[src/l2_fifo.sv]
module l2_fifo #(
  parameter type T = logic,
  parameter int DEPTH = 4
) (
  input  logic clk,
  input  logic arst_n,
  input  logic wr_valid,
  output logic wr_ready,
  input  T     wr_data,
  output logic rd_valid,
  input  logic rd_ready,
  output T     rd_data,
  output logic empty
);

  localparam int AW = $clog2(DEPTH);

  T mem [DEPTH];
  logic [AW-1:0] wr_ptr;
  logic [AW-1:0] rd_ptr;
  logic [AW:0] count;
  logic wr_en;
  logic rd_en;

  assign wr_ready = count != (AW+1)'(DEPTH);
  assign rd_valid = count != '0;
  assign empty = count == '0;
  assign wr_en = wr_valid && wr_ready;
  assign rd_en = rd_valid && rd_ready;

  // Oldest entry or zero while empty
  assign rd_data = rd_valid ? mem[rd_ptr] : '0;

  always_ff @(posedge clk or negedge arst_n) begin
    if (!arst_n) begin
      wr_ptr <= '0;
      rd_ptr <= '0;
      count <= '0;
    end else begin
      if (wr_en) begin
        wr_ptr <= (wr_ptr == AW'(DEPTH - 1)) ? '0 : wr_ptr + 1'b1;
      end
      if (rd_en) begin
        rd_ptr <= (rd_ptr == AW'(DEPTH - 1)) ? '0 : rd_ptr + 1'b1;
      end
      if (wr_en && !rd_en) begin
        count <= count + 1'b1;
      end else if (rd_en && !wr_en) begin
        count <= count - 1'b1;
      end
    end
  end

  always_ff @(posedge clk) begin
    if (wr_en) begin
      mem[wr_ptr] <= wr_data;
    end
  end

endmodule

[config.mk]
export PLATFORM = sky130hd
export DESIGN_NAME = l2_fifo
export DESIGN_NICKNAME = d
export VERILOG_FILES = /design/src/l2_fifo.sv
export SDC_FILE = /design/constraint.sdc
export NUM_CORES = 1
export LEC_CHECK = 0
export ABC_AREA = 1
export BUFFER_PORTS_ARGS = -buffer_cell sky130_fd_sc_hd__buf_4
export CAP_MARGIN = 20
export CORE_AREA = 10 10 47 49
export DETAILED_ROUTE_END_ITERATION = 16
export DIE_AREA = 0 0 57 59
export GPL_TIMING_DRIVEN = 0
export PLACE_DENSITY = 0.71
export SETUP_SLACK_MARGIN = 0.2
export SLEW_MARGIN = 5
export SYNTH_ARGS = -nofsm -noshare
export SYNTH_HDL_FRONTEND = slang
export SYNTH_SLANG_ARGS = --single-unit
[constraint.sdc]
create_clock -name clk -period 2.4 [get_ports clk]
set_clock_uncertainty 0.05 [all_clocks]
set_input_delay 0.12 -clock clk [delete_from_list [all_inputs] [get_ports clk]]
set_output_delay 0.12 -clock clk [all_outputs]
set_load 0.03 [all_outputs]
==> run metrics <==
Total Neg Setup Slack=0 ps; delay-heaviest family, CP=adder cells; leading cell types by count after synthesis=sky130_fd_sc_hd__nand2_1, sky130_fd_sc_hd__inv_1, sky130_fd_sc_hd__dfrtp_1; slowest library cell on the worst path=sky130_fd_sc_hd__dfrtp_1; worst voltage drop across the vdd grid=0.804 mV; overall power=0.985 mW; CP most frequent cell=sky130_fd_sc_hd__inv_2; ys flop type=sky130_fd_sc_hd__dfrtp_1; dominant cell by count in the synthesized netlist=sky130_fd_sc_hd__nand2_1; clock edge transition at the registers on the reported setup and hold paths=60 ps; Fmax achieved=556 MHz; area of the die=3360 µm²; maximum number of pins on one net before global-route repair=9; hold path cells=1; cts-stage hold buffer count=1; # setup viols final=0; post-detailed-placement half-perimeter wirelength=798 µm; met1 track demand over resource=0.0600; Slew HR=0.882; TritonCTS clock tree=done; net count after synthesis=86; global routing usage summed across all routing layers=0.0621; static power due to leakage=0.412 nW; number of placement rows=14; GR Util met2=0.102; layer carrying the most global-route usage=met2; count of non-filler cells in the finished layout=103; Crit path required time=2490 ps; number of violations reported at the end of detailed-routing iteration 0=6; total CTS buffers=3; startpoint of the worst hold path=wr_data; RSZ-0062 raised after global routing=false; final layout net count=100; average detailed-routed wire length per instance=9.05 µm; PostCTS Resize Cnt=0; Min Clock Period, post-route=1800 ps; Ys Warns=0; Worst Hold Path EP=mem[1]; largest stage delay on the critical path=430 ps; Pwr Density=1260 nW/µm²; via count=455; fin util=0.556; DRT Pass-1 Iters=4; post-synthesis instance area=663 µm²; die span in x=57 µm; Die Height=59 µm; number of global-route vias before repair=435; Worst Reg2Reg Path Length in Cells=9; layout overhead on the synthesized area=17.5%; CP Data Arrival Time=1890 ps; global-route wire length before repair=1.66 mm; weighted congestion reported at the end of routability-driven placement=0.756; total gr overflow=0; H-tree levels=1; share of the yosys chip area belonging to registers=0.445; Slew Limit Fails=0; port bufs=8; average vias per placed instance=4.42; area share of the largest cell type after synthesis=0.264; clock tree root buffer cell=sky130_fd_sc_hd__clkbuf_4; buffers and inverters on the worst path=3; total inserted antenna cells=0; library cell with the largest summed area after synthesis=sky130_fd_sc_hd__dfrtp_1; wire length reported by the detailed router=932 µm; class of the tightest hold or removal check=primary input to flop; insertion delay of the later-clocked pin in the worst-skew pair=250 ps; number of inserted filler cells in the final layout=120; count of endpoints failing hold in the final timing report=0; DRT antenna net count=0; count of distinct cell types in the synthesized netlist=19; postcts setup bufs=0; starting utilization of the core area=0.473; Mean Syn Cell Area=8.96 µm²; hold slack final=13.6 ps; number of stages on the worst setup path=9; final period utilization=0.749; Maximum Capacitance Violations=0; Post-synth ARST share=0.636; register bit total from synthesis=11; number of instances in the synthesized netlist=74; run status=complete, no violations; instance count after placement with tap cells included=98; DRC viols=0; Critical Path End Type=flop; chain of cells forming the critical path=inv_2 > nand3_2 > nand2_4 > inv_2 > ha_1 > inv_1 > fa_1 > nand2_1 > o21ai_0; met3 capacity usage during global routing=0.0258; largest fanout on the critical path=8; slack of the worst reg-to-reg path=600 ps; maximum buffer depth of the clock tree=2; number of sinks handled by clock tree synthesis=11; type of origin of the critical path=flop; initial antenna violation count=0; EDFF count, synth=4; core footprint=1400 µm²; I/O Pins=9; start-to-end type of the worst setup path=flop to flop; slew at the pin closest to its max-slew limit=178 ps; dominant cells by area after synthesis=sky130_fd_sc_hd__dfrtp_1, sky130_fd_sc_hd__edfxtp_1, sky130_fd_sc_hd__ha_1, sky130_fd_sc_hd__nand2_1, sky130_fd_sc_hd__inv_1; worst r2r dst=count[1]; worst reg2reg startpoint=count[0]; share of final-layout standard cells stronger than drive strength 1=0.241
==> worst reg2reg max path: cells and delay by family (launching register included) <==
family	cells	cell delay, ps
and+or+nand+nor	3	290
AOI/OAI and AO/OA	1	70
adders and majority gates	2	600
DFF	1	430
buffers and inverters	3	240
==> kinds of logic (layout without fill, tap and decap cells) <==
kind of cell / count (synthesis) / count (layout) / synth area share
buffers and inverters: 20 / 33 / 0.113
DFF: 11 / 11 / 0.445
AOI/OAI and AO/OA: 4 / 4 / 0.0415
and+or+nand+nor: 31 / 31 / 0.243
xor gates and xnor gates: 1 / 1 / 0.0132
adders and majority gates: 7 / 7 / 0.143
==> cell usage in the layout, fill, tap and decap left out <==
master	count
sky130_fd_sc_hd__nand2_1	17
sky130_fd_sc_hd__buf_4	8
sky130_fd_sc_hd__ha_1	6
sky130_fd_sc_hd__or2_1	1
sky130_fd_sc_hd__dfrtp_1	7
sky130_fd_sc_hd__clkbuf_1	1
sky130_fd_sc_hd__nand4_1	1
sky130_fd_sc_hd__fa_1	1
sky130_fd_sc_hd__inv_1	16
sky130_fd_sc_hd__xnor2_1	1
sky130_fd_sc_hd__o21ai_0	1
sky130_fd_sc_hd__nand2_4	2
sky130_fd_sc_hd__nand3_2	1
sky130_fd_sc_hd__dlygate4sd3_1	1
sky130_fd_sc_hd__clkbuf_4	3
sky130_fd_sc_hd__nand3_1	4
sky130_fd_sc_hd__a21oi_2	1
sky130_fd_sc_hd__nor2_1	4
sky130_fd_sc_hd__o21ai_1	1
sky130_fd_sc_hd__inv_2	4
sky130_fd_sc_hd__o21ai_2	1
sky130_fd_sc_hd__nand3_4	1
sky130_fd_sc_hd__edfxtp_1	4
==> sequential cells by signal, summed over array words and instances (netlist names) <==
signal,flops
rd_ptr,2
wr_ptr,2
mem,4
count,3
==> how the worst max path moves through the flow <==
stage,start,endpoint
after CTS,count[0],count[1]
after global routing,count[0],count[1]
after detailed placement,count[0],count[1]
after floorplan,count[0],count[1]
after global placement,count[0],count[1]
final,count[0],count[1]
==> report_power, final <==
| part | switching (mW) | internal, mW | leakage [nW] |
|---|---|---|---|
| Combinational | 0.321 | 0.207 | 0.276 |
| Clock | 0.0530 | 0.0640 | 0.0150 |
| Sequential | 0.0682 | 0.271 | 0.122 |
| Total | 0.442 | 0.543 | 0.412 |
==> cell type report <==
cell class	instances	area (µm²)	share of cell area
well taps	16	20.0	0.0257
clock buffers	4	26.3	0.0337
flip-flops and latches	11	295	0.379
inverters	20	75.1	0.0963
repair buffers	9	70.1	0.0899
multi-input cells	43	293	0.376
==> metal layers <==
metal  wire, µm  up-vias
li1           -      249
met1        444      198
met2        414        6
met3         51        2
met4         22        0
met5          0        -
==> stage by stage <==
step,cell area [µm²],worst slack (ps)
global route,779,473
floorplan,663,531
detailed placement,743,594
CTS,779,586
finish,779,603
global placement,743,619
(Power assumes the default switching activity.)
