### src/l2_macros.svh
`ifndef L2_MACROS_SVH
`define L2_MACROS_SVH

// Cache geometry of 16 sets of eight 64-bit words
`define L2_SET_BITS 4
`define L2_WORD_BITS 3

// FIFO depths in entries
`define L2_INV_DEPTH 8
`define L2_RESP_DEPTH 4

// Bus id of the cache when not overridden
`define L2_BUSID 3'd1

`endif

### src/l2_pkg.sv
`include "l2_macros.svh"

package l2_pkg;

  typedef enum logic [1:0] {
    OP_READ  = 2'd0,
    OP_WRITE = 2'd1,
    OP_FLUSH = 2'd2,
    OP_RSVD  = 2'd3
  } op_t;

  typedef logic [31:3] word_addr_t;
  typedef logic [31:6] line_addr_t;

  // Fields of a word address
  typedef logic [31:6+`L2_SET_BITS] ctag_t;
  typedef logic [`L2_SET_BITS-1:0] set_t;
  typedef logic [`L2_WORD_BITS-1:0] widx_t;

  typedef logic [63:0] word_t;
  typedef logic [7:0] mask_t;

  typedef struct packed {
    logic  error;
    word_t rdata;
  } resp_t;

endpackage

### src/bus_pkg.sv
package bus_pkg;

  typedef enum logic [2:0] {
    CMD_IDLE    = 3'd0,
    CMD_RD_LINE = 3'd1,
    CMD_WR_LINE = 3'd2,
    CMD_FILL    = 3'd3
  } cmd_t;

  typedef logic [2:0] busid_t;
  typedef logic [2:0] beat_t;

  // Requester id on top, beat index below
  typedef struct packed {
    busid_t id;
    beat_t  beat;
  } tag_t;

endpackage

### src/l2tag.sv
`include "l2_macros.svh"

module l2tag (
  input  logic               clk,
  input  logic               arst_n,
  input  logic               req_valid,
  input  l2_pkg::op_t        req_op,
  input  l2_pkg::word_addr_t req_addr,
  input  l2_pkg::mask_t      req_wmask,
  input  l2_pkg::word_t      req_wdata,
  output logic               req_ready,
  output logic               acc_valid,
  output logic               acc_write,
  output l2_pkg::set_t       acc_set,
  output l2_pkg::widx_t      acc_word,
  output l2_pkg::mask_t      acc_wmask,
  output l2_pkg::word_t      acc_wdata,
  output logic               resp_push,
  output logic               resp_error,
  input  logic               resp_ready_in,
  output logic               inv_valid,
  output l2_pkg::line_addr_t inv_addr,
  input  logic               inv_ready,
  output logic               trans_start,
  output bus_pkg::cmd_t      trans_cmd,
  output l2_pkg::line_addr_t trans_addr,
  input  logic               trans_done,
  output logic               ctl_idle
);

  localparam int NSETS = 1 << `L2_SET_BITS;

  typedef enum logic [2:0] {IDLE, LOOKUP, WRITEBACK, FILL, ACCESS} state_t;

  state_t state;
  state_t state_nxt;
  logic started;
  l2_pkg::op_t op_q;
  l2_pkg::word_addr_t addr_q;
  l2_pkg::mask_t wmask_q;
  l2_pkg::word_t wdata_q;
  l2_pkg::ctag_t tag_mem [NSETS];
  logic [NSETS-1:0] valid_q;
  logic [NSETS-1:0] dirty_q;
  l2_pkg::ctag_t req_tag;
  l2_pkg::line_addr_t victim;
  logic hit;
  logic victim_dirty;

  assign req_tag = addr_q[31:6+`L2_SET_BITS];
  assign acc_set = addr_q[6 +: `L2_SET_BITS];
  assign acc_word = addr_q[3 +: `L2_WORD_BITS];
  assign acc_wmask = wmask_q;
  assign acc_wdata = wdata_q;
  assign acc_valid = state == ACCESS;
  assign acc_write = op_q == l2_pkg::OP_WRITE;

  assign hit = valid_q[acc_set] && tag_mem[acc_set] == req_tag;
  assign victim = {tag_mem[acc_set], acc_set};
  assign victim_dirty = valid_q[acc_set] && dirty_q[acc_set];

  // One request in flight and room in both FIFOs at acceptance
  assign req_ready = started && state == IDLE && resp_ready_in && inv_ready;
  assign ctl_idle = state == IDLE;

  always_comb begin
    state_nxt = state;
    resp_push = 1'b0;
    resp_error = 1'b0;
    inv_valid = 1'b0;
    inv_addr = victim;
    trans_start = 1'b0;
    trans_cmd = bus_pkg::CMD_RD_LINE;
    trans_addr = addr_q[31:6];
    case (state)
      IDLE: begin
        if (req_valid && req_ready) begin
          state_nxt = LOOKUP;
        end
      end
      LOOKUP: begin
        if (op_q == l2_pkg::OP_RSVD) begin
          resp_push = 1'b1;
          resp_error = 1'b1;
          state_nxt = IDLE;
        end else if (op_q == l2_pkg::OP_FLUSH && !hit) begin
          resp_push = 1'b1;
          state_nxt = IDLE;
        end else if (op_q == l2_pkg::OP_FLUSH) begin
          inv_valid = 1'b1;
          if (victim_dirty) begin
            trans_start = 1'b1;
            trans_cmd = bus_pkg::CMD_WR_LINE;
            trans_addr = victim;
            state_nxt = WRITEBACK;
          end else begin
            resp_push = 1'b1;
            state_nxt = IDLE;
          end
        end else if (hit) begin
          state_nxt = ACCESS;
        end else begin
          // Miss drops the old line, writes it back if needed, then refills
          inv_valid = valid_q[acc_set];
          trans_start = 1'b1;
          if (victim_dirty) begin
            trans_cmd = bus_pkg::CMD_WR_LINE;
            trans_addr = victim;
            state_nxt = WRITEBACK;
          end else begin
            state_nxt = FILL;
          end
        end
      end
      WRITEBACK: begin
        if (trans_done && op_q == l2_pkg::OP_FLUSH) begin
          resp_push = 1'b1;
          state_nxt = IDLE;
        end else if (trans_done) begin
          trans_start = 1'b1;
          state_nxt = FILL;
        end
      end
      FILL: begin
        if (trans_done) begin
          state_nxt = ACCESS;
        end
      end
      ACCESS: begin
        resp_push = 1'b1;
        state_nxt = IDLE;
      end
      default: state_nxt = IDLE;
    endcase
  end

  always_ff @(posedge clk or negedge arst_n) begin
    if (!arst_n) begin
      state <= IDLE;
      started <= 1'b0;
      valid_q <= '0;
      dirty_q <= '0;
    end else begin
      state <= state_nxt;
      started <= 1'b1;
      if (inv_valid) begin
        valid_q[acc_set] <= 1'b0;
        dirty_q[acc_set] <= 1'b0;
      end
      if (state == FILL && trans_done) begin
        valid_q[acc_set] <= 1'b1;
      end
      if (acc_valid && acc_write) begin
        dirty_q[acc_set] <= 1'b1;
      end
    end
  end

  always_ff @(posedge clk) begin
    if (req_valid && req_ready) begin
      op_q <= req_op;
      addr_q <= req_addr;
      wmask_q <= req_wmask;
      wdata_q <= req_wdata;
    end
    if (state == FILL && trans_done) begin
      tag_mem[acc_set] <= req_tag;
    end
  end

endmodule

### config.mk
export PLATFORM = sky130hd
export DESIGN_NAME = l2tag
export DESIGN_NICKNAME = d
export VERILOG_FILES = /design/src/l2_pkg.sv /design/src/bus_pkg.sv /design/src/l2tag.sv
export VERILOG_INCLUDE_DIRS = /design/src /design/src/src
export SDC_FILE = /design/constraint.sdc
export NUM_CORES = 1
export LEC_CHECK = 0
export BUFFER_PORTS_ARGS = -buffer_cell sky130_fd_sc_hd__buf_2
export CORE_MARGIN = 2
export CORE_UTILIZATION = 28
export DETAILED_ROUTE_END_ITERATION = 10
export HOLD_SLACK_MARGIN = 0.06
export PLACE_DENSITY = 0.52
export SETUP_SLACK_MARGIN = 0.05
export SYNTH_ARGS = -nofsm -noshare
export SYNTH_HDL_FRONTEND = slang
export SYNTH_SLANG_ARGS = --single-unit
### constraint.sdc
create_clock -name clk -period 7.8 [get_ports clk]
set_clock_uncertainty 0.2 [all_clocks]
set_input_delay 0.39 -clock clk [delete_from_list [all_inputs] [get_ports clk]]
set_output_delay 0.39 -clock clk [all_outputs]
set_load 0.005 [all_outputs]
==> summary.md <==
| Metric | Value |
|---|---|
| Chip height | `271 um` |
| Remaining routing DRC violations | `0` |
| Crit-path max cell delay | `0.64 ns` |
| I/O Buffers | `249` |
| Endpoint class of the critical path | `output pin` |
| Post-Syn Nets | `1240` |
| Clock transition at path regs | `0.06 ns` |
| CTS tree | `built` |
| Fin. Hold Viols | `0` |
| DP HPWL | `33.4 mm` |
| Cells after Synth | `1131` |
| MaxCap Viol Count | `0` |
| Die Span X | `271 um` |
| CP bufs+invs | `3` |
| Longest Clk Path Bufs | `3` |
| Area grow syn2layout | `25.7%` |
| Leakage power | `8.97 nW` |
| Htree depth | `2` |
| WP data required | `7.21 ns` |
| Row count | `98` |
| Hold WC Path Type | `input pin to flop` |
| Post-synth top area share | `68.3%` |
| Worst slew pin tran | `1.14 ns` |
| #FFs+latches synth | `495` |
| Root Buffer | `clkbuf_16` |
| Async set-reset flop share out of synthesis | `7.27%` |
| Yosys Warn Count | `0` |
| Slowest-stage cell, CP | `dfxtp_2` |
| Rel. slew slack | `24.0%` |
| Clk sinks | `495` |
| Via count | `11700` |
| First-pass GRT wire length | `81.7 mm` |
| CP top delay family | `simple AND/OR/NAND/NOR gates` |
| Gpl congestion | `0.789` |
| Largest area contributor in the netlist | `edfxtp_1` |
| Vias per cell | `4.67` |
| Busiest grt layer | `met2` |
| Post-synth cell types | `60` |
| Top cells by area, synth | `edfxtp_1 (68%), mux4_2 (8.0%), dfrtp_1 (4.5%)` |
| 1st-iter DRT viols | `927` |
| F_max | `0.164 GHz` |
| Post-Syn Area | `20000 sq um` |
| Total Power | `6.07 mW` |
| Setup tns final | `0 ns` |
| # resized after CTS | `0` |
| Sequential area share after synthesis | `73.2%` |
| Slew Viols, Final | `0` |
| Routed length per instance | `22.4 um` |
| Crit Path Max Fanout | `50` |
| Cells along the critical path | `buf_4 -> nor2b_1 -> a22oi_1 -> a211oi_1 -> nor4_1 -> nor4_1 -> nand4_1 -> nor3_1 -> or2_2 -> buf_4 -> mux2_2 -> buf_2` |
| Drt total wl | `55.9 mm` |
| Largest net degree at the start of global routing | `73` |
| Total CTS buffers | `56` |
| RSZ-0062 raised after global routing | `no` |
| Min-delay src | `req_valid` |
| Vias in the first global route | `12200` |
| Antenna violations before repair | `1` |
| Status | `completed` |
| GR Layer Usage met3 | `2.67%` |
| Fin util | `35.4%` |
| PwrDens | `241 nW/um^2` |
| Number of flops mapped to enable cells by yosys | `455` |
| Setup Crit Path Kind | `flop to output pin` |
| Routed Antenna Nets | `0` |
| Clock period minus worst slack | `6.11 ns` |
| Worst Setup Start Kind | `flop` |
| Nets | `1615` |
| DIE AREA | `73600 sq um` |
| GRT Total Usage | `15.0%` |
| Initial DRT Pass Iterations | `5` |
| Top_reg_cell synth | `edfxtp_1` |
| Critical path data arrival time | `5.52 ns` |
| Grt total ovfl | `0` |
| Final setup viols | `0` |
| # IOs | `251` |
| Period Utilization, post-route | `78.3%` |
| Avg Cell Area, Syn | `17.7 sq um` |
| Met1 Usage GRT | `20.2%` |
| Starting Density | `28.1%` |
| Area of the core | `71100 sq um` |
| Worst vdd ir | `0.178 mV` |
| Met2 usage | `24.8%` |
| Share of layout cells above drive strength 1 | `32.7%` |
| Worst-skew pair later-pin latency | `0.62 ns` |
| Antenna diodes | `0` |
==> worst min-delay path: stages <==
cell and delay (ns):
buf_2 0.08, nand2_1 0.21, nand2_1 0.14, nand2_1 0.08
==> path summary, 6_finish.rpt <==
path	end	slack, ns	cells after the start
max	trans_addr[5]	1.69	12
min	flop	0.13	4
max reg2reg	dirty_q[1]$_DFF_PN0_	2.81	11
min reg2reg	dirty_q[2]$_DFF_PN0_	0.32	2
max in group asynchronous	valid_q[13]$_DFF_PN0_	6.58	2
min in group asynchronous	state[1]$_DFFE_PN0P_	0.24	2
==> timing repair <==
item,in CTS,in global routing
endpoints found under the hold margin,145,0
setup buffers,0,0
hold buffers,105,0
==> synthesized netlist by cell type, types with 5 or more instances <==
cell type and n:
a21oi_1 40, a22oi_1 21, a31oi_1 5, buf_2 13, buf_4 28, buf_6 5
clkbuf_1 16, dfrtp_1 36, edfxtp_1 455, inv_1 40, mux2_2 25, mux2_4 18
mux2i_1 58, mux4_2 71, nand2_1 48, nand2b_1 12, nand3_1 20, nor2_1 60
nor2b_1 18, nor3_1 5, o21ai_0 36, o22ai_1 7, xnor2_1 6, xor2_1 12
==> layout make-up <==
cell class | instances | area, sq um
tap | 950 | 1190
fill | 6777 | 46000
inverter | 40 | 153
multi-input combinational | 530 | 4820
clock inverter | 38 | 369
timing repair buffer | 383 | 2530
sequential | 495 | 14700
clock buffer | 66 | 1440
==> stage by stage <==
step	cells	hold slack, ns	cell area, sq um	setup slack, ns
3_3_place_gp	2293	0.293	22300	2.22
4_1_cts	2502	0.110	25100	1.42
5_1_grt	2502	0.132	25100	1.19
3_5_place_dp	2293	0.309	22300	2.12
2_1_floorplan	1131	-0.106	20000	3.94
6_report	2502	0.133	25100	1.69
==> kinds of logic after synthesis <==
| family | after synthesis | share of synthesized area [%] |
|---|---|---|
| muxes | 172 | 13.7 |
| buffers and inverters | 106 | 2.95 |
| xor gates and xnor gates | 18 | 0.788 |
| other | 2 | 0.0375 |
| DFF | 495 | 73.2 |
| AOI/OAI and AO/OA | 144 | 4.65 |
| and+or+nand+nor | 194 | 4.73 |
==> state kept, by name (all words and copies together) (netlist names), named ones only <==
signal / flops
tag_mem: 352
acc_wdata: 64
addr_q: 29
dirty_q: 16
valid_q: 16
acc_wmask: 8
state: 3
op_q: 2
started: 1
==> layer usage <==
layer / up-vias / routed length [um]
met3: 79 / 3170
li1: 5185 / -
met2: 413 / 27100
met4: 2 / 1210
met5: - / 10
met1: 6004 / 24400
==> cell usage in the layout, fill, tap and decap left out, types with 4 or more instances in the layout <==
cell and count:
dfrtp_1 36, bufinv_16 5, o21ai_0 36, nand3_1 20
mux2i_1 58, xnor2_1 6, edfxtp_1 455, nand2_1 48
clkinv_4 5, o221ai_1 4, clkinv_2 11, buf_4 28
clkinv_1 10, nand2b_1 12, nor2_2 17, inv_1 39
clkbuf_1 10, and2_1 4, xor2_1 12, buf_2 249
a31oi_1 5, o22ai_1 7, nor4_1 4, nor2_1 44
nor2b_1 18, nor3_1 5, a22o_1 4, a211oi_1 4
dlygate4sd3_1 105, clkbuf_16 56, a21oi_1 39, mux2_4 18
or3_1 4, mux2_2 25, mux4_2 71, a22oi_1 21
==> report_power, final <==
group,leakage (nW),switching (mW),total [mW],internal (mW)
logic,3.59,0.252,0.478,0.226
clock network,0.886,1.11,2.60,1.49
registers,4.50,0.0595,2.99,2.93
Power figures use the tool's default switching activity.
