## config.mk

```make
export PLATFORM = sky130hd
export DESIGN_NAME = l2trans
export DESIGN_NICKNAME = d
export VERILOG_FILES = /design/src/l2_pkg.sv /design/src/bus_pkg.sv /design/src/l2trans.sv
export VERILOG_INCLUDE_DIRS = /design/src /design/src/src
export SDC_FILE = /design/constraint.sdc
export NUM_CORES = 1
export LEC_CHECK = 0
export ABC_AREA = 0
export BUFFER_PORTS_ARGS = -buffer_cell sky130_fd_sc_hd__buf_2
export CAP_MARGIN = 20
export CORE_AREA = 8 8 136 138
export CTS_BUF_LIST = sky130_fd_sc_hd__clkbuf_16
export CTS_CLUSTER_SIZE = 28
export DETAILED_ROUTE_END_ITERATION = 10
export DIE_AREA = 0 0 144 146
export HOLD_SLACK_MARGIN = 0.02
export PLACE_DENSITY_LB_ADDON = 0.25
export SETUP_SLACK_MARGIN = 0.1
export SYNTH_ARGS = -nofsm -noshare
export SYNTH_HDL_FRONTEND = slang
export SYNTH_SLANG_ARGS = --single-unit
export TNS_END_PERCENT = 100
```

## constraint.sdc

```tcl
create_clock -name clk -period 2.1 [get_ports clk]
set_input_delay 0.42 -clock clk [delete_from_list [all_inputs] [get_ports clk]]
set_output_delay 0.42 -clock clk [all_outputs]
set_load 0.05 [all_outputs]
```

## src/l2_macros.svh

```systemverilog
`ifndef L2_MACROS_SVH
`define L2_MACROS_SVH

// Cache geometry of 16 sets of eight 64-bit words
`define L2_SET_BITS 4
`define L2_WORD_BITS 3

// FIFO depths in entries
`define L2_INV_DEPTH 8
`define L2_RESP_DEPTH 4

// Bus id of the cache when not overridden
`define L2_BUSID 3'd1

`endif

```

## src/l2_pkg.sv

```systemverilog
`include "l2_macros.svh"

package l2_pkg;

  typedef enum logic [1:0] {
    OP_READ  = 2'd0,
    OP_WRITE = 2'd1,
    OP_FLUSH = 2'd2,
    OP_RSVD  = 2'd3
  } op_t;

  typedef logic [31:3] word_addr_t;
  typedef logic [31:6] line_addr_t;

  // Fields of a word address
  typedef logic [31:6+`L2_SET_BITS] ctag_t;
  typedef logic [`L2_SET_BITS-1:0] set_t;
  typedef logic [`L2_WORD_BITS-1:0] widx_t;

  typedef logic [63:0] word_t;
  typedef logic [7:0] mask_t;

  typedef struct packed {
    logic  error;
    word_t rdata;
  } resp_t;

endpackage

```

## src/bus_pkg.sv

```systemverilog
package bus_pkg;

  typedef enum logic [2:0] {
    CMD_IDLE    = 3'd0,
    CMD_RD_LINE = 3'd1,
    CMD_WR_LINE = 3'd2,
    CMD_FILL    = 3'd3
  } cmd_t;

  typedef logic [2:0] busid_t;
  typedef logic [2:0] beat_t;

  // Requester id on top, beat index below
  typedef struct packed {
    busid_t id;
    beat_t  beat;
  } tag_t;

endpackage

```

## src/l2trans.sv

```systemverilog
`include "l2_macros.svh"

module l2trans #(
  parameter bus_pkg::busid_t BUS_ID = `L2_BUSID
) (
  input  logic               clk,
  input  logic               arst_n,
  input  logic               start,
  input  bus_pkg::cmd_t      cmd,
  input  l2_pkg::line_addr_t line_addr,
  output logic               done,
  output bus_pkg::beat_t     wb_beat,
  input  l2_pkg::word_t      wb_data,
  output logic               fill_valid,
  output bus_pkg::beat_t     fill_beat,
  output l2_pkg::word_t      fill_data,
  output logic               bus_req,
  output bus_pkg::cmd_t      bus_cmd_out,
  output bus_pkg::tag_t      bus_tag_out,
  output l2_pkg::line_addr_t bus_addr_out,
  output l2_pkg::word_t      bus_data_out,
  input  logic               bus_grant,
  input  logic               bus_valid,
  input  bus_pkg::cmd_t      bus_cmd,
  input  bus_pkg::tag_t      bus_tag,
  input  l2_pkg::line_addr_t bus_addr,
  input  l2_pkg::word_t      bus_data
);

  logic busy;
  logic wr_grant;
  logic last;
  bus_pkg::cmd_t cmd_q;
  l2_pkg::line_addr_t addr_q;
  bus_pkg::beat_t beat_q;

  assign wr_grant = bus_req && bus_grant && cmd_q == bus_pkg::CMD_WR_LINE;
  assign last = beat_q == '1;

  // Own fill beats for the outstanding line only
  assign fill_valid = busy && !bus_req && cmd_q == bus_pkg::CMD_RD_LINE && bus_valid &&
                      bus_cmd == bus_pkg::CMD_FILL && bus_tag.id == BUS_ID &&
                      bus_addr == addr_q;
  assign fill_beat = bus_tag.beat;
  assign fill_data = bus_data;

  assign wb_beat = start ? '0 : (wr_grant ? beat_q + 1'b1 : beat_q);

  assign bus_cmd_out = bus_req ? cmd_q : bus_pkg::CMD_IDLE;
  assign bus_tag_out = '{id: BUS_ID, beat: beat_q};
  assign bus_addr_out = addr_q;
  assign bus_data_out = (bus_req && cmd_q == bus_pkg::CMD_WR_LINE) ? wb_data : '0;

  always_ff @(posedge clk or negedge arst_n) begin
    if (!arst_n) begin
      busy <= 1'b0;
      bus_req <= 1'b0;
      done <= 1'b0;
      cmd_q <= bus_pkg::CMD_IDLE;
      addr_q <= '0;
      beat_q <= '0;
    end else begin
      done <= 1'b0;
      if (start) begin
        busy <= 1'b1;
        bus_req <= 1'b1;
        cmd_q <= cmd;
        addr_q <= line_addr;
        beat_q <= '0;
      end else if (wr_grant) begin
        if (last) begin
          bus_req <= 1'b0;
          busy <= 1'b0;
          done <= 1'b1;
        end else begin
          beat_q <= beat_q + 1'b1;
        end
      end else if (bus_req && bus_grant) begin
        // Fills follow a granted line read
        bus_req <= 1'b0;
      end else if (fill_valid) begin
        if (last) begin
          busy <= 1'b0;
          done <= 1'b1;
        end else begin
          beat_q <= beat_q + 1'b1;
        end
      end
    end
  end

endmodule

```

==> flow_summary.json, run 1 <==
{
  "path_clk_slew_ps": 60,
  "final_cell_mix": "163 x buf_2, 66 x and2_4, 50 x buf_8",
  "firstDrtPassIters": 4,
  "rsz0062_at_grt": "true",
  "r2r-end": "done$_DFF_PN0_",
  "syn_to_final_growth_pct": 95.1,
  "synth_seq_area_share_pct": 30.8,
  "fp.dieW_um": 144,
  "required_ps": 1680,
  "clock_latency_ps": 280,
  "dieArea_sq_um": 21000,
  "overflow": 0,
  "ant_nets": 0,
  "vias": 2940,
  "worst-path-buf-inv": 2,
  "ctsHoldBuffers": 0,
  "synth.avg_cell_area_sq_um": 9.38,
  "nFillCells": 1655,
  "reg2regPathDepth": 6,
  "end_kind": "output pin",
  "synthArstFlopShare_pct": 100,
  "antenna_found_initial": 3,
  "cp_max_fo": 2,
  "grt_max_degree": 26,
  "cp_cell_sequence": "xnor2_2, nand4_1, nor4_4, buf_4, nand2_2, nor3_4, buf_6",
  "fin_crit_ps": 2310,
  "ios": 369,
  "dp.cells": 698,
  "finalCritPeriodShare_pct": 110,
  "grt_pass1_vias": 3334,
  "synth_cell_types": 33,
  "synth_edf_count": 0,
  "finClkSkew_ps": 5.42,
  "violations": "negative setup slack",
  "final_common_cell": "buf_2",
  "fin_ws_ps": -214,
  "power_per_cell_area_nw_per_um2": 504,
  "worst-path-stages": 7,
  "clkSinkCount": 35,
  "yosysWarnings": 0,
  "cellLeakagePower_nw": 2.65,
  "worst_pin_slew_ps": 603,
  "synth_area_sq_um": 2840,
  "syn_inst": 303,
  "fp.dieH_um": 146,
  "power_mw": 2.80,
  "wl_um": 16400,
  "maxCapViolations": 0,
  "max_stage_delay_ps": 420,
  "drc": 0,
  "critPathArrivalTime_ps": 1890,
  "hold_viol": 0,
  "synth-seq-cells": 35,
  "path_class": "register to output pin",
  "finalSetupTns_ps": -851,
  "cts_max_level": 2,
  "drtIter0Drc": 65,
  "port_buffers": 231,
  "final_cells": 725,
  "r2r-start": "bus_req$_DFFE_PN0P_",
  "finalNetCount": 703,
  "crit_family": "simple AND/OR/NAND/NOR gates",
  "fmaxAchievable_mhz": 432,
  "reg2reg_slack_ps": -20,
  "cts_tree": "yes",
  "grt_pass1_wl_um": 23100,
  "vias_per_cell": 4.06,
  "clockBufferDepth": 2,
  "startpoint_type": "register",
  "initial_core_util_pct": 17.5,
  "cts_root_buf": "clkbuf_16",
  "place.gp.congestion": 0.837,
  "rows": 47,
  "wl_per_cell_um": 22.6,
  "setup_viol": 14,
  "drive_gt1_share_pct": 84.8,
  "synth_ff_type": "dfrtp_1",
  "peakVddDrop_v": 0.000579,
  "maxSlewHeadroom_pct": 59.8,
  "slew_violations": 0,
  "cts_buffers": 5,
  "grt.total_usage_pct": 14.8,
  "hold_path.class": "primary input to asynchronous set/reset pin",
  "cpMaxStageDelayCell": "dfrtp_2",
  "core_sq_um": 16300,
  "num_antenna_cells": 0,
  "outcome": "finished with violations",
  "hpwlAfterDp_um": 13500
}
==> through the flow <==
| step | area, sq um | utilization, % | worst slack [ps] | hold slack, ps |
|---|---|---|---|---|
| final | 5550 | 34.0 | -214 | 143 |
| after global routing | 5550 | 34.0 | -325 | 175 |
| after CTS | 5530 | 33.9 | -264 | 157 |
| after detailed placement | 4480 | 27.5 | -255 | 463 |
| after global placement | 4480 | 27.5 | -302 | 457 |
| after floorplan | 3160 | - | -102 | 124 |
==> worst max path at each step <==
stage                                 startpoint         end  slack [ps]
CTS                 bus_addr_out[13]$_DFFE_PN0P_  fill_valid        -260
floorplan                    bus_req$_DFFE_PN0P_  wb_beat[1]        -100
global placement                    bus_addr[13]  fill_valid        -300
finish               bus_addr_out[3]$_DFFE_PN0P_  fill_valid        -210
global route         bus_addr_out[3]$_DFFE_PN0P_  fill_valid        -330
detailed placement                  bus_addr[13]  fill_valid        -260
==> registers in the layout (all words and copies together) (netlist names) <==
register and cells:
done 1, bus_addr_out 26, busy 1, bus_req 1, beat_q 3, cmd_q 3
==> cell type report <==
type	instances	area, sq um	area share, %
repair buffers	276	2470	44.5
multi-input cells	184	1760	31.7
flip-flops and latches	35	900	16.2
well taps	220	275	4.96
clock buffers	5	125	2.26
clock inverters	3	12.5	0.226
inverters	2	7.51	0.135
==> where the power goes <==
group | internal, mW | switching, mW
clock network | 0.428 | 0.274
logic | 0.579 | 0.717
registers | 0.741 | 0.0561
==> worst reg2reg max path, stage by stage (launching register included) <==
cell and delay [ps]:
dfrtp_2 400, buf_4 150, and4bb_1 290, nand4_1 90, or4_1 670, nand2b_4 210
a211oi_2 220
==> per-layer routing <==
layer,GRT usage [%],routed length (um)
met1,14.3,5280
met2,27.9,8910
met3,6.46,1890
met4,3.73,312
met5,0,13
==> kinds of logic after synthesis <==
logic type,after synthesis,synth area share (%)
compound gates,12,3.43
mux,29,11.5
buf+inv,85,20.5
other cells,2,0.264
flops,35,30.8
xor+xnor,27,8.32
fa+ha+maj,2,0.880
simple gates,111,24.3
==> Yosys cell counts (2+ instances only) <==
cell type,number,share of area (%)
nor3_1,2,0.35
and3_1,3,0.66
a32oi_1,2,0.62
dfrtp_1,35,31
clkbuf_1,12,1.6
nand2_1,8,1.1
nor4_1,2,0.44
xnor2_1,27,8.3
a21oi_1,2,0.35
and2_1,64,14
mux2_2,29,11
nand3b_1,3,0.79
nand3_1,4,0.70
and2_2,3,0.79
nor2_1,3,0.40
inv_1,2,0.26
conb_1,2,0.26
or4_1,2,0.53
ha_1,2,0.88
buf_4,70,18
o2111ai_1,3,0.92
nand4_1,12,2.6
==> what timing repair did <==
action | 4_1_cts | 5_1_grt
endpoints found under the setup margin | 69 | 73
endpoints found under the hold margin | 0 | 0
setup buffers | 14 | 1
gates resized for setup | 191 | 8
pin swaps | 34 | 7
cloned | 7 | 0
Note: power is estimated with default switching activity, not from simulation.
==> inputs of run 2 (changes only) <==
Settings changed: CORE_AREA 8 8 136 138 to 2 2 142 144.
==> run 2 against run 1 <==
The flow still finishes with violations (negative setup slack). Count of clock-buffer cells in the layout did not move. Setup slack got worse by 22 ps. Maximum frequency shrank 0.95%. Register-to-register slack got worse by 160 ps. Global-route usage down 0.84 points.
==> flow_summary.json, run 2 (synthesized netlist as in run 1, its figures left out) <==
{
  "outcome": "finished with violations",
  "violations": "negative setup slack",
  "end_kind": "output pin",
  "fp.dieW_um": 144,
  "hpwlAfterDp_um": 12900,
  "final_cell_mix": "163 x buf_2, 66 x and2_4, 50 x buf_8",
  "antenna_found_initial": 4,
  "grt_pass1_wl_um": 21700,
  "hold_path.class": "primary input to asynchronous set/reset pin",
  "dieArea_sq_um": 21000,
  "vias": 2949,
  "required_ps": 1680,
  "firstDrtPassIters": 4,
  "ant_nets": 0,
  "syn_to_final_growth_pct": 94.6,
  "maxCapViolations": 0,
  "drtIter0Drc": 43,
  "multi_input_area_sq_um": 1740,
  "clockBufferDepth": 2,
  "finalSetupTns_ps": -1170,
  "nFillCells": 2078,
  "seqCellArea_sq_um": 900,
  "overflow": 0,
  "wl_per_cell_um": 20.3,
  "slew_violations": 0,
  "hold_viol": 0,
  "grt_pass1_vias": 3216,
  "largest_register_ffs": 26,
  "grt_max_degree": 36,
  "setup_viol": 35,
  "core_sq_um": 19300,
  "power_per_cell_area_nw_per_um2": 503,
  "cp_max_fo": 3,
  "path_clk_slew_ps": 60,
  "place_ws_ps": -357,
  "wl_um": 15600,
  "place.gp.congestion": 0.765,
  "fp.dieH_um": 146,
  "finalNetCount": 698,
  "final_cells": 768,
  "dp.cells": 735,
  "rsz0062_at_grt": "true",
  "vias_per_cell": 3.84,
  "fin_crit_ps": 2340,
  "fmaxAchievable_mhz": 428,
  "drive_gt1_share_pct": 83.6,
  "rows": 51,
  "startpoint_type": "register",
  "peakVddDrop_v": 0.000276,
  "path_class": "register to output pin",
  "finClkSkew_ps": 2.69,
  "cts_buffers": 5,
  "critPathArrivalTime_ps": 1920,
  "cts_tree": "yes",
  "port_buffers": 231,
  "initial_core_util_pct": 14.7,
  "cts_max_level": 2,
  "grt.total_usage_pct": 14.0,
  "fin_ws_ps": -236,
  "ios": 369,
  "finalCritPeriodShare_pct": 111,
  "cts_root_buf": "clkbuf_16",
  "drc": 0,
  "clkSinkCount": 35,
  "cellLeakagePower_nw": 2.61,
  "final_common_cell": "buf_2",
  "clock_latency_ps": 280
}
-- run 2: path summary, 6_finish.rpt --
kind,slack (ps),from,depth (start not counted),to
max in group asynchronous,1540,arst_n,2,bus_addr_out[14]$_DFFE_PN0P_
min in group clk,370,cmd[2],2,cmd_q[2]$_DFFE_PN0P_
min reg2reg,540,busy$_DFFE_PN0P_,1,busy$_DFFE_PN0P_
max reg2reg,-180,bus_addr_out[22]$_DFFE_PN0P_,8,beat_q[0]$_DFFE_PN0P_
min,180,arst_n,2,bus_addr_out[15]$_DFFE_PN0P_
max,-240,bus_addr_out[8]$_DFFE_PN0P_,7,fill_valid
-- run 2: through the flow --
stage | total power [mW] | util [%] | hold slack [ps] | instance area, sq um
floorplan | 1.83 | - | 124 | 3160
global placement | 1.88 | 23.1 | 504 | 4470
detailed placement | 1.89 | 23.1 | 506 | 4470
CTS | 2.82 | 28.3 | 206 | 5460
global route | 2.92 | 28.6 | 212 | 5530
finish | 2.78 | 28.6 | 177 | 5530
-- run 2: critical path, stage by stage (launching register included) --
cell     delay (ps)
dfrtp_2         410
xnor2_1         170
nand3_1         220
nor4_4          300
buf_4           170
nand2_4          50
nor3_4          120
buf_6           180
-- run 2: report_power, final --
group	switching, mW	internal [mW]	leakage [nW]
Clock	0.283	0.427	0.0701
Combinational	0.709	0.565	2.15
Sequential	0.0579	0.741	0.395
Total	1.05	1.73	2.61
-- run 2: what timing repair did --
item / in CTS / in global routing
hold buffers: 0 / 0
gates cloned: 6 / 1
gates resized for setup: 170 / 17
pin swaps: 19 / 18
buffers inserted: 14 / 2
setup endpoints to repair: 71 / 73
-- run 2: per-layer routing --
layer | global-route usage, % | wire, um | vias to the layer above
met2 | 26.2 | 8560 | 193
met4 | 4.56 | 311 | 0
met1 | 14.1 | 5080 | 1398
met5 | 0 | 0 | -
met3 | 5.26 | 1640 | 26
li1 | - | - | 1332
-- run 2: area by class of cell --
type / instances / share of cell area (%)
multi-input combinational: 184 / 31.4
clock buffer: 5 / 2.26
sequential: 35 / 16.3
timing repair buffer: 271 / 43.6
clock inverter: 3 / 0.204
antenna: 3 / 0.136
tap: 265 / 5.99
inverter: 2 / 0.136
